<file path="src/rtl/cpu_pkg.sv">
// Core-wide definitions
package cpu_pkg;

    localparam logic [31:0] RESET_PC = 32'h0040_0000;   // first fetch address

    // primary opcodes
    localparam logic [5:0] OP_RTYPE = 6'h00;
    localparam logic [5:0] OP_ADDI  = 6'h08;
    localparam logic [5:0] OP_LW    = 6'h23;
    localparam logic [5:0] OP_SW    = 6'h2b;
    localparam logic [5:0] OP_BEQ   = 6'h04;

    // R-type function field
    localparam logic [5:0] FN_ADD = 6'h20;
    localparam logic [5:0] FN_SUB = 6'h22;
    localparam logic [5:0] FN_AND = 6'h24;
    localparam logic [5:0] FN_OR  = 6'h25;
    localparam logic [5:0] FN_SLT = 6'h2a;

    // fault causes
    localparam logic [1:0] FAULT_NONE     = 2'd0;
    localparam logic [1:0] FAULT_ILLEGAL  = 2'd1;
    localparam logic [1:0] FAULT_OVERFLOW = 2'd2;

    // fault FSM states
    localparam logic ST_RUN  = 1'b0;
    localparam logic ST_HALT = 1'b1;

    typedef struct packed {
        logic [5:0] opcode;
        logic [4:0] rs;
        logic [4:0] rt;
        logic [4:0] rd;
        logic [4:0] shamt;
        logic [5:0] funct;
    } r_fmt_t;

    typedef struct packed {
        logic [5:0]  opcode;
        logic [4:0]  rs;
        logic [4:0]  rt;
        logic [15:0] imm;
    } i_fmt_t;

    // one instruction word, two field layouts
    typedef union packed {
        r_fmt_t r;
        i_fmt_t i;
    } instr_u;

    typedef enum logic [2:0] {
        ALU_ADD,
        ALU_SUB,
        ALU_AND,
        ALU_OR,
        ALU_SLT
    } alu_op_e;

    typedef struct packed {
        logic    reg_write;
        logic    mem_read;
        logic    mem_write;
        logic    alu_src_imm;
        alu_op_e alu_op;
    } ctrl_t;

    typedef struct packed {
        logic [4:0] rs;
        logic [4:0] rt;
        logic       uses_rs;
        logic       uses_rt;
    } src_use_t;

    // register producer seen in one stage
    typedef struct packed {
        logic [4:0] dest;
        logic       writes;
        logic       is_load;
    } dst_t;

    typedef struct packed {
        logic [1:0]  cause;
        logic [31:0] pc;
    } fault_t;

    typedef struct packed {
        ctrl_t       ctrl;
        logic [4:0]  dest;
        logic [31:0] op_a;
        logic [31:0] op_b;
        logic [31:0] imm;
        fault_t      fault;
    } id_ex_t;

    typedef struct packed {
        ctrl_t       ctrl;
        logic [4:0]  dest;
        logic [31:0] alu_result;
        logic [31:0] store_data;
        fault_t      fault;
    } ex_mem_t;

    typedef struct packed {
        logic        reg_write;
        logic        is_load;
        logic [4:0]  dest;
        logic [31:0] alu_result;
        logic [31:0] load_data;
        fault_t      fault;
    } mem_wb_t;

    typedef struct packed {
        logic [31:0] addr;
        logic [31:0] wdata;
        logic        we;
    } dmem_req_t;

    typedef struct packed {
        logic        en;
        logic [4:0]  addr;
        logic [31:0] data;
    } wb_write_t;

endpackage

</file>
<file path="src/rtl/hazard_counter.sv">
// Stall counter for execute-stage producers
`timescale 1ns/100ps

module hazard_counter import cpu_pkg::*;
(
    input  logic     SYS_reset,
    input  logic     WB_exception_singal,
    input  logic     halted,
    input  src_use_t src_use,
    input  dst_t     ex_dst,
    output logic     stall
);

    logic [1:0] count;     // stall cycles left after this one
    logic [1:0] cur;       // stall cycles left including this one
    logic       depends;

    always_comb
    begin
        depends = ex_dst.writes &&
                  ((src_use.uses_rs && (src_use.rs == ex_dst.dest)) ||
                   (src_use.uses_rt && (src_use.rt == ex_dst.dest)));
        if (count != 2'd0)
            cur = count;
        else if (depends)
            cur = ex_dst.is_load ? 2'd2 : 2'd1;   // load data shows up one stage later
        else
            cur = 2'd0;
    end

    assign stall = (cur != 2'd0);

    always_ff @(posedge SYS_reset or posedge WB_exception_singal)
    begin
        if (WB_exception_singal)
            count <= 2'd0;
        else if (halted)
            count <= 2'd0;
        else if (cur != 2'd0)
            count <= cur - 2'd1;    // step down
        else
            count <= 2'd0;
    end

endmodule

</file>
<file path="src/rtl/fault_fsm.sv">
// Fault capture and halt
`timescale 1ns/100ps

module fault_fsm import cpu_pkg::*;
(
    input  logic   SYS_reset,
    input  logic   WB_exception_singal,
    input  logic   fault_retire,
    input  fault_t retire_fault,
    output logic   halted,
    output fault_t fault_out
);

    logic state;

    always_ff @(posedge SYS_reset or posedge WB_exception_singal)
    begin
        if (WB_exception_singal)
        begin
            state     <= ST_RUN;
            fault_out <= '0;
        end
        else if ((state == ST_RUN) && fault_retire)
        begin
            state     <= ST_HALT;         // only reset leaves this state
            fault_out <= retire_fault;    // cause and pc of the retiring instruction
        end
    end

    assign halted = (state == ST_HALT);

endmodule

</file>
<file path="src/rtl/reg_file.sv">
// General purpose register file
`timescale 1ns/100ps

module reg_file import cpu_pkg::*;
(
    input  logic        SYS_reset,
    input  logic        WB_exception_singal,
    input  logic [4:0]  rd_addr_a,
    input  logic [4:0]  rd_addr_b,
    output logic [31:0] rd_data_a,
    output logic [31:0] rd_data_b,
    input  wb_write_t   wb_write
);

    logic [31:0] regs [32];

    // r0 is hardwired, same-cycle write is bypassed to the reader
    function automatic logic [31:0] read_port(input logic [4:0] addr);
        if (addr == 5'd0)
            return '0;
        else if (wb_write.en && (wb_write.addr == addr))
            return wb_write.data;
        else
            return regs[addr];
    endfunction

    always_ff @(posedge SYS_reset or posedge WB_exception_singal)
    begin
        if (WB_exception_singal)
            regs <= '{default: '0};
        else if (wb_write.en && (wb_write.addr != 5'd0))
            regs[wb_write.addr] <= wb_write.data;
    end

    always_comb
    begin
        rd_data_a = read_port(rd_addr_a);
        rd_data_b = read_port(rd_addr_b);
    end

endmodule

</file>
<file path="src/rtl/decode_unit.sv">
// Decode stage with branch resolution
`timescale 1ns/100ps

module decode_unit import cpu_pkg::*;
(
    input  logic        SYS_reset,
    input  logic        WB_exception_singal,
    input  instr_u      imem_data,
    input  logic [31:0] fetch_pc,
    input  logic        stall,
    input  logic        halted,
    input  wb_write_t   wb_write,
    input  dst_t        mem_dst,
    input  logic [31:0] mem_result,
    output src_use_t    src_use,
    output id_ex_t      id_ex,
    output logic        branch_taken,
    output logic [31:0] branch_target
);

    logic        valid;       // low for a bubble
    instr_u      instr;
    logic [31:0] pc;
    ctrl_t       ctrl;
    logic [4:0]  dest;
    logic        uses_rs;
    logic        uses_rt;
    logic        is_beq;
    logic        legal;
    logic [31:0] rf_a;
    logic [31:0] rf_b;
    logic [31:0] op_a;
    logic [31:0] op_b;
    logic [31:0] imm;

    always_ff @(posedge SYS_reset or posedge WB_exception_singal)
    begin
        if (WB_exception_singal)
        begin
            valid <= 1'b0;
            instr <= '0;
            pc    <= '0;
        end
        else if (halted)
            valid <= 1'b0;
        else if (!stall)
        begin
            valid <= !branch_taken;   // squash the word fetched behind a taken beq
            instr <= imem_data;
            pc    <= fetch_pc;
        end
    end

    always_comb
    begin
        ctrl    = '0;
        dest    = instr.i.rt;
        uses_rs = 1'b0;
        uses_rt = 1'b0;
        is_beq  = 1'b0;
        legal   = 1'b1;
        case (instr.r.opcode)
            OP_RTYPE:
            begin
                dest           = instr.r.rd;
                uses_rs        = 1'b1;
                uses_rt        = 1'b1;
                ctrl.reg_write = 1'b1;
                case (instr.r.funct)
                    FN_ADD:  ctrl.alu_op = ALU_ADD;
                    FN_SUB:  ctrl.alu_op = ALU_SUB;
                    FN_AND:  ctrl.alu_op = ALU_AND;
                    FN_OR:   ctrl.alu_op = ALU_OR;
                    FN_SLT:  ctrl.alu_op = ALU_SLT;
                    default: legal = 1'b0;
                endcase
            end
            OP_ADDI:
            begin
                uses_rs          = 1'b1;
                ctrl.reg_write   = 1'b1;
                ctrl.alu_src_imm = 1'b1;
            end
            OP_LW:
            begin
                uses_rs          = 1'b1;
                ctrl.reg_write   = 1'b1;
                ctrl.mem_read    = 1'b1;
                ctrl.alu_src_imm = 1'b1;
            end
            OP_SW:
            begin
                uses_rs          = 1'b1;
                uses_rt          = 1'b1;   // store data
                ctrl.mem_write   = 1'b1;
                ctrl.alu_src_imm = 1'b1;
            end
            OP_BEQ:
            begin
                uses_rs = 1'b1;
                uses_rt = 1'b1;
                is_beq  = 1'b1;
            end
            default: legal = 1'b0;
        endcase
        if (!valid)
            legal = 1'b1;
        if (!valid || !legal)
        begin
            ctrl    = '0;
            uses_rs = 1'b0;
            uses_rt = 1'b0;
            is_beq  = 1'b0;
        end
    end

    reg_file u_reg_file (
        .SYS_reset           (SYS_reset),
        .WB_exception_singal (WB_exception_singal),
        .rd_addr_a           (instr.r.rs),
        .rd_addr_b           (instr.r.rt),
        .rd_data_a           (rf_a),
        .rd_data_b           (rf_b),
        .wb_write            (wb_write)
    );

    // memory stage result wins over the register file
    assign op_a = (mem_dst.writes && (mem_dst.dest == instr.r.rs)) ? mem_result : rf_a;
    assign op_b = (mem_dst.writes && (mem_dst.dest == instr.r.rt)) ? mem_result : rf_b;
    assign imm  = {{16{instr.i.imm[15]}}, instr.i.imm};

    assign branch_taken  = is_beq && (op_a == op_b) && !stall && !halted;
    assign branch_target = pc + 32'd4 + {imm[29:0], 2'b00};

    assign src_use = '{rs: instr.r.rs, rt: instr.r.rt, uses_rs: uses_rs, uses_rt: uses_rt};

    always_comb
    begin
        id_ex = '0;   // bubble while stalled
        if (!stall)
        begin
            id_ex.ctrl        = ctrl;
            id_ex.dest        = dest;
            id_ex.op_a        = op_a;
            id_ex.op_b        = op_b;
            id_ex.imm         = imm;
            id_ex.fault.cause = legal ? FAULT_NONE : FAULT_ILLEGAL;
            id_ex.fault.pc    = pc;
        end
    end

endmodule

</file>
<file path="src/rtl/execute_unit.sv">
// Execute stage with ALU
`timescale 1ns/100ps

module execute_unit import cpu_pkg::*;
(
    input  logic    SYS_reset,
    input  logic    WB_exception_singal,
    input  logic    halted,
    input  id_ex_t  id_ex,
    output dst_t    ex_dst,
    output ex_mem_t ex_mem
);

    id_ex_t      ex_q;
    logic [31:0] op_a;
    logic [31:0] alu_b;
    logic [31:0] sum;
    logic [31:0] diff;
    logic [31:0] result;
    logic        ovf_raw;
    logic        overflow;

    always_ff @(posedge SYS_reset or posedge WB_exception_singal)
    begin
        if (WB_exception_singal)
            ex_q <= '0;
        else if (halted)
            ex_q <= '0;
        else
            ex_q <= id_ex;
    end

    assign op_a  = ex_q.op_a;
    assign alu_b = ex_q.ctrl.alu_src_imm ? ex_q.imm : ex_q.op_b;
    assign sum   = op_a + alu_b;
    assign diff  = op_a - alu_b;

    always_comb
    begin
        result  = '0;
        ovf_raw = 1'b0;
        case (ex_q.ctrl.alu_op)
            ALU_ADD:
            begin
                result  = sum;
                ovf_raw = (op_a[31] == alu_b[31]) && (sum[31] != op_a[31]);
            end
            ALU_SUB:
            begin
                result  = diff;
                ovf_raw = (op_a[31] != alu_b[31]) && (diff[31] != op_a[31]);
            end
            ALU_AND: result = op_a & alu_b;
            ALU_OR:  result = op_a | alu_b;
            ALU_SLT: result = {31'd0, $signed(op_a) < $signed(alu_b)};
            default: result = '0;
        endcase
    end

    // address math of lw and sw never faults
    assign overflow = ovf_raw && ex_q.ctrl.reg_write && !ex_q.ctrl.mem_read;

    always_comb
    begin
        ex_mem.ctrl       = ex_q.ctrl;
        ex_mem.dest       = ex_q.dest;
        ex_mem.alu_result = result;
        ex_mem.store_data = ex_q.op_b;
        ex_mem.fault      = ex_q.fault;
        if (ex_q.fault.cause != FAULT_NONE)
            ex_mem.ctrl = '0;                          // older fault keeps its cause
        else if (overflow)
        begin
            ex_mem.ctrl        = '0;
            ex_mem.fault.cause = FAULT_OVERFLOW;
        end
    end

    assign ex_dst.dest    = ex_mem.dest;
    assign ex_dst.writes  = ex_mem.ctrl.reg_write && (ex_mem.dest != 5'd0);
    assign ex_dst.is_load = ex_mem.ctrl.mem_read;

endmodule

</file>
<file path="src/rtl/mem_wb_unit.sv">
// Memory and writeback stages
`timescale 1ns/100ps

module mem_wb_unit import cpu_pkg::*;
(
    input  logic        SYS_reset,
    input  logic        WB_exception_singal,
    input  logic        halted,
    input  ex_mem_t     ex_mem,
    input  logic [31:0] dmem_rdata,
    output dmem_req_t   dmem_req,
    output dst_t        mem_dst,
    output logic [31:0] mem_result,
    output wb_write_t   wb_write,
    output logic        fault_retire,
    output fault_t      retire_fault
);

    ex_mem_t mem_q;
    mem_wb_t wb_q;
    mem_wb_t wb_next;
    logic    wb_fault;

    assign wb_fault = (wb_q.fault.cause != FAULT_NONE);

    always_comb
    begin
        wb_next.reg_write  = mem_q.ctrl.reg_write;
        wb_next.is_load    = mem_q.ctrl.mem_read;
        wb_next.dest       = mem_q.dest;
        wb_next.alu_result = mem_q.alu_result;
        wb_next.load_data  = dmem_rdata;
        wb_next.fault      = mem_q.fault;
    end

    // younger work is dropped once a fault sits in writeback
    always_ff @(posedge SYS_reset or posedge WB_exception_singal)
    begin
        if (WB_exception_singal)
        begin
            mem_q <= '0;
            wb_q  <= '0;
        end
        else if (halted || wb_fault)
        begin
            mem_q <= '0;
            wb_q  <= '0;
        end
        else
        begin
            mem_q <= ex_mem;
            wb_q  <= wb_next;
        end
    end

    assign dmem_req.addr  = mem_q.alu_result;
    assign dmem_req.wdata = mem_q.store_data;
    assign dmem_req.we    = mem_q.ctrl.mem_write && !wb_fault;   // no store behind a fault

    assign mem_dst.dest    = mem_q.dest;
    assign mem_dst.writes  = mem_q.ctrl.reg_write && (mem_q.dest != 5'd0);
    assign mem_dst.is_load = mem_q.ctrl.mem_read;
    assign mem_result      = mem_q.ctrl.mem_read ? dmem_rdata : mem_q.alu_result;

    assign wb_write.en   = wb_q.reg_write;
    assign wb_write.addr = wb_q.dest;
    assign wb_write.data = wb_q.is_load ? wb_q.load_data : wb_q.alu_result;

    assign fault_retire = wb_fault;     // one cycle, the stage is flushed behind it
    assign retire_fault = wb_q.fault;

endmodule

</file>
<file path="src/rtl/mips_core.sv">
// Five-stage pipelined core
`timescale 1ns/100ps

module mips_core import cpu_pkg::*;
(
    input  logic        SYS_reset,
    input  logic        WB_exception_singal,
    output logic [31:0] imem_addr,
    input  instr_u      imem_data,
    output dmem_req_t   dmem_req,
    input  logic [31:0] dmem_rdata,
    output logic        halted,
    output fault_t      fault_out
);

    logic [31:0] pc;
    logic        stall;
    logic        branch_taken;
    logic [31:0] branch_target;
    src_use_t    src_use;
    id_ex_t      id_ex;
    ex_mem_t     ex_mem;
    dst_t        ex_dst;
    dst_t        mem_dst;
    logic [31:0] mem_result;
    wb_write_t   wb_write;
    logic        fault_retire;
    fault_t      retire_fault;

    always_ff @(posedge SYS_reset or posedge WB_exception_singal)
    begin
        if (WB_exception_singal)
            pc <= RESET_PC;
        else if (branch_taken)
            pc <= branch_target;        // already gated by stall and halt
        else if (!stall && !halted)
            pc <= pc + 32'd4;
    end

    assign imem_addr = pc;

    decode_unit u_decode (
        .SYS_reset (SYS_reset), .WB_exception_singal (WB_exception_singal),
        .imem_data (imem_data), .fetch_pc (pc), .stall (stall), .halted (halted),
        .wb_write (wb_write), .mem_dst (mem_dst), .mem_result (mem_result),
        .src_use (src_use), .id_ex (id_ex),
        .branch_taken (branch_taken), .branch_target (branch_target)
    );

    execute_unit u_execute (
        .SYS_reset (SYS_reset), .WB_exception_singal (WB_exception_singal),
        .halted (halted), .id_ex (id_ex), .ex_dst (ex_dst), .ex_mem (ex_mem)
    );

    mem_wb_unit u_mem_wb (
        .SYS_reset (SYS_reset), .WB_exception_singal (WB_exception_singal),
        .halted (halted), .ex_mem (ex_mem), .dmem_rdata (dmem_rdata),
        .dmem_req (dmem_req), .mem_dst (mem_dst), .mem_result (mem_result),
        .wb_write (wb_write), .fault_retire (fault_retire), .retire_fault (retire_fault)
    );

    hazard_counter u_hazard (
        .SYS_reset (SYS_reset), .WB_exception_singal (WB_exception_singal),
        .halted (halted), .src_use (src_use), .ex_dst (ex_dst), .stall (stall)
    );

    fault_fsm u_fault (
        .SYS_reset (SYS_reset), .WB_exception_singal (WB_exception_singal),
        .fault_retire (fault_retire), .retire_fault (retire_fault),
        .halted (halted), .fault_out (fault_out)
    );

endmodule

</file>
<file path="config.mk">
export PLATFORM = sky130hd
export DESIGN_NAME = mips_core
export DESIGN_NICKNAME = d
export VERILOG_FILES = /design/src/rtl/cpu_pkg.sv /design/src/rtl/hazard_counter.sv /design/src/rtl/fault_fsm.sv /design/src/rtl/reg_file.sv /design/src/rtl/decode_unit.sv /design/src/rtl/execute_unit.sv /design/src/rtl/mem_wb_unit.sv /design/src/rtl/mips_core.sv
export SDC_FILE = /design/constraint.sdc
export NUM_CORES = 2
export LEC_CHECK = 0
export ABC_CLOCK_PERIOD_IN_PS = 97400
export BUFFER_PORTS_ARGS = -buffer_cell sky130_fd_sc_hd__buf_2
export CORE_MARGIN = 5
export CORE_UTILIZATION = 30
export CTS_CLUSTER_DIAMETER = 100
export DETAILED_ROUTE_END_ITERATION = 6
export PLACE_DENSITY_LB_ADDON = 0.12
export SYNTH_ARGS = -nofsm -noshare
export SYNTH_HDL_FRONTEND = slang
export SYNTH_HIERARCHICAL = 1
export SYNTH_SLANG_ARGS = --single-unit
</file>
<file path="constraint.sdc">
create_clock -name SYS_reset -period 97.4 [get_ports SYS_reset]
set_clock_uncertainty 0.05 [all_clocks]
set_input_delay 19.48 -clock SYS_reset [delete_from_list [all_inputs] [get_ports SYS_reset]]
set_output_delay 19.48 -clock SYS_reset [all_outputs]
set_load 0.02 [all_outputs]
</file>
==> impl_metrics.env <==
export IMPL_die_x_um=543
export IMPL_rsz0062_at_grt="false"
export IMPL_postRouteAntennaNets=0
export IMPL_dp_hpwl_um=213000
export IMPL_io_buffers=197
export IMPL_cts_sinks=1511
export IMPL_first_pass_iters=6
export IMPL_timing_fmax_mhz=44.2
export IMPL_power_leakage_nw=42.7
export IMPL_layout_common_cells="1,496 x dfrtp_1, 1,187 x mux2_2, 385 x mux4_2"
export IMPL_ff_latch_area_um2=37800
export IMPL_min_path_type="flop to flop"
export IMPL_ctsHoldBuffers=0
export IMPL_nets=6903
export IMPL_cts_resized_gates=0
export IMPL_die_area_um2=295000
export IMPL_syn_inst=6948
export IMPL_drcViolationCount=0
export IMPL_drtIter0Drc=5031
export IMPL_holdPathEnd="u_decode/u_reg_file/regs[1000]$_DFFE_PP0P_"
export IMPL_wl_per_cell_um=31.3
export IMPL_cts_max_level=4
export IMPL_via_per_inst=5.52
export IMPL_outcome="complete, no violations"
export IMPL_power_total_w=0.00227
export IMPL_grt_pass1_wl_um=469000
export IMPL_area_growth_pct=10.6
export IMPL_ys_warn_count=6
export IMPL_cp_end_kind="flop"
export IMPL_multi_input_area_um2=42400
export IMPL_layout_drive_gt1_share_pct=35.3
export IMPL_drv_slew=0
export IMPL_min_from="u_decode/u_reg_file/regs[1000]$_DFFE_PP0P_"
export IMPL_finalCritPeriodShare_pct=23.2
export IMPL_routed_wl_um=331000
export IMPL_initial_core_util_pct=30.1
export IMPL_rrSetupSlack_ps=88400
export IMPL_antenna_found_initial=29
export IMPL_required_ps=98040
export IMPL_grt_start_max_net_pins=164
export IMPL_cts_path_max_buffers=4
export IMPL_reg2reg_to="imem_addr[16]$_DFFE_PP0N_"
export IMPL_crit_path_max_fanout=42
export IMPL_track_usage_pct=22.0
export IMPL_clk_pin_slew_ps=60
export IMPL_gp_congestion=0.874
export IMPL_ir_worst_vdd_uv=14.9
export IMPL_tightest_slew_ps=1410
export IMPL_cp_data_arrival_time_ps=23270
export IMPL_ctsRootBufferMaster="clkbuf_16"
export IMPL_fillers=28100
export IMPL_syn_nets=7171
export IMPL_die_h_um=543
export IMPL_setup_viol=0
export IMPL_layout_commonest_cell="dfrtp_1"
export IMPL_cts_tree="built"
export IMPL_cts_buffers=190
export IMPL_finalNonFillerCells=10600
export IMPL_crit_type="input port to flop"
export IMPL_dp_cells=10200
export IMPL_timing_slew_headroom_pct=5.17
export IMPL_hold_viol=0
export IMPL_cts_setup_buffers=0
export IMPL_first_global_vias=59500
export IMPL_clkLatencyLatePin_ps=880
export IMPL_cap_violations=0
export IMPL_coreArea_um2=283000
export IMPL_ioPinCount=198
export IMPL_cp_start_kind="input port"
export IMPL_rows=195
export IMPL_vias=58400
export IMPL_whs_path_depth=0
export IMPL_synth_cell_area_um2=85100
export IMPL_period_needed_ps=22630
export IMPL_syn_area_per_cell_um2=12.3
export IMPL_p_per_area_nw_per_um2=24.1
export IMPL_setup_tns_ps=0
export IMPL_worstReg2RegStart="u_decode/instr[21]$_DFFE_PP0P_"
export IMPL_overflow=0
export IMPL_reg2regPathDepth=18
## worst max-delay path, cell delays in order
cell       delay, ps
buf_2            100
mux2_2           310
inv_1             90
a221oi_1          50
o211ai_1         280
o2111ai_1        290
nor4_2           330
o2111ai_1        520
nor2_4           220
buf_4            420
clkinv_1         700
o211ai_1         310
o311ai_1         130
## state kept, by name, indices dropped and copies added, names as in the netlist
signal and cells:
imem_addr 32, u_decode/instr 32, u_decode/pc 32, u_decode/u_reg_file/regs 1024, u_decode/valid 1, u_execute/ex_dst 5, u_execute/ex_mem 64, u_execute/ex_q 41
u_execute/op_a 32, u_fault/fault_out 34, u_fault/halted 1, u_hazard/count 2, u_mem_wb/dmem_req 64, u_mem_wb/mem_dst 6, u_mem_wb/mem_q 36, u_mem_wb/retire_fault 34
u_mem_wb/wb_q 65, u_mem_wb/wb_write 6
## layer usage
metal	global-route usage (%)	part of all wire, %	vias up
met3	2.88	5.4	500
met1	30.2	44	31200
met5	0	0.0069	-
met4	7.32	3.5	6
li1	-	-	24700
met2	35.9	47	1967
## cell type report
type | count | share of cell area [%]
antenna | 11 | 0.0292
multi-input combinational | 4443 | 45.0
clock inverter | 61 | 0.777
timing repair buffer | 363 | 2.45
sequential | 1511 | 40.2
inverter | 171 | 0.703
tap | 3743 | 4.97
clock buffer | 273 | 5.89
## where the power goes
| group | switching [W] | internal [W] |
|---|---|---|
| logic | 0.000563 | 0.000282 |
| clock network | 0.000292 | 0.000430 |
| registers | 0.0000548 | 0.000648 |
## how the worst max path moves through the flow
| stage | from | end | slack [ps] |
|---|---|---|---|
| 5_1_grt | dmem_rdata[17] | imem_addr[16]$_DFFE_PP0N_ | 74530 |
| 3_3_place_gp | dmem_rdata[17] | imem_addr[16]$_DFFE_PP0N_ | 73870 |
| 6_report | dmem_rdata[17] | imem_addr[16]$_DFFE_PP0N_ | 74770 |
| 2_1_floorplan | WB_exception_singal | u_decode/u_reg_file/regs[0]$_DFFE_PP0P_ | 49050 |
| 3_5_place_dp | dmem_rdata[17] | imem_addr[16]$_DFFE_PP0N_ | 73880 |
| 4_1_cts | dmem_rdata[17] | imem_addr[16]$_DFFE_PP0N_ | 74760 |
## stage by stage
stage | util, % | area, um2 | hold WS (ps) | worst slack, ps
finish | 33.3 | 94200 | 348 | 74770
CTS | 33.3 | 94100 | 347 | 74760
global route | 33.3 | 94200 | 352 | 74530
global placement | 31.1 | 87900 | 327 | 73870
detailed placement | 31.1 | 87900 | 334 | 73880
floorplan | - | 85100 | 378 | 49050
Power figures use the tool's default switching activity.
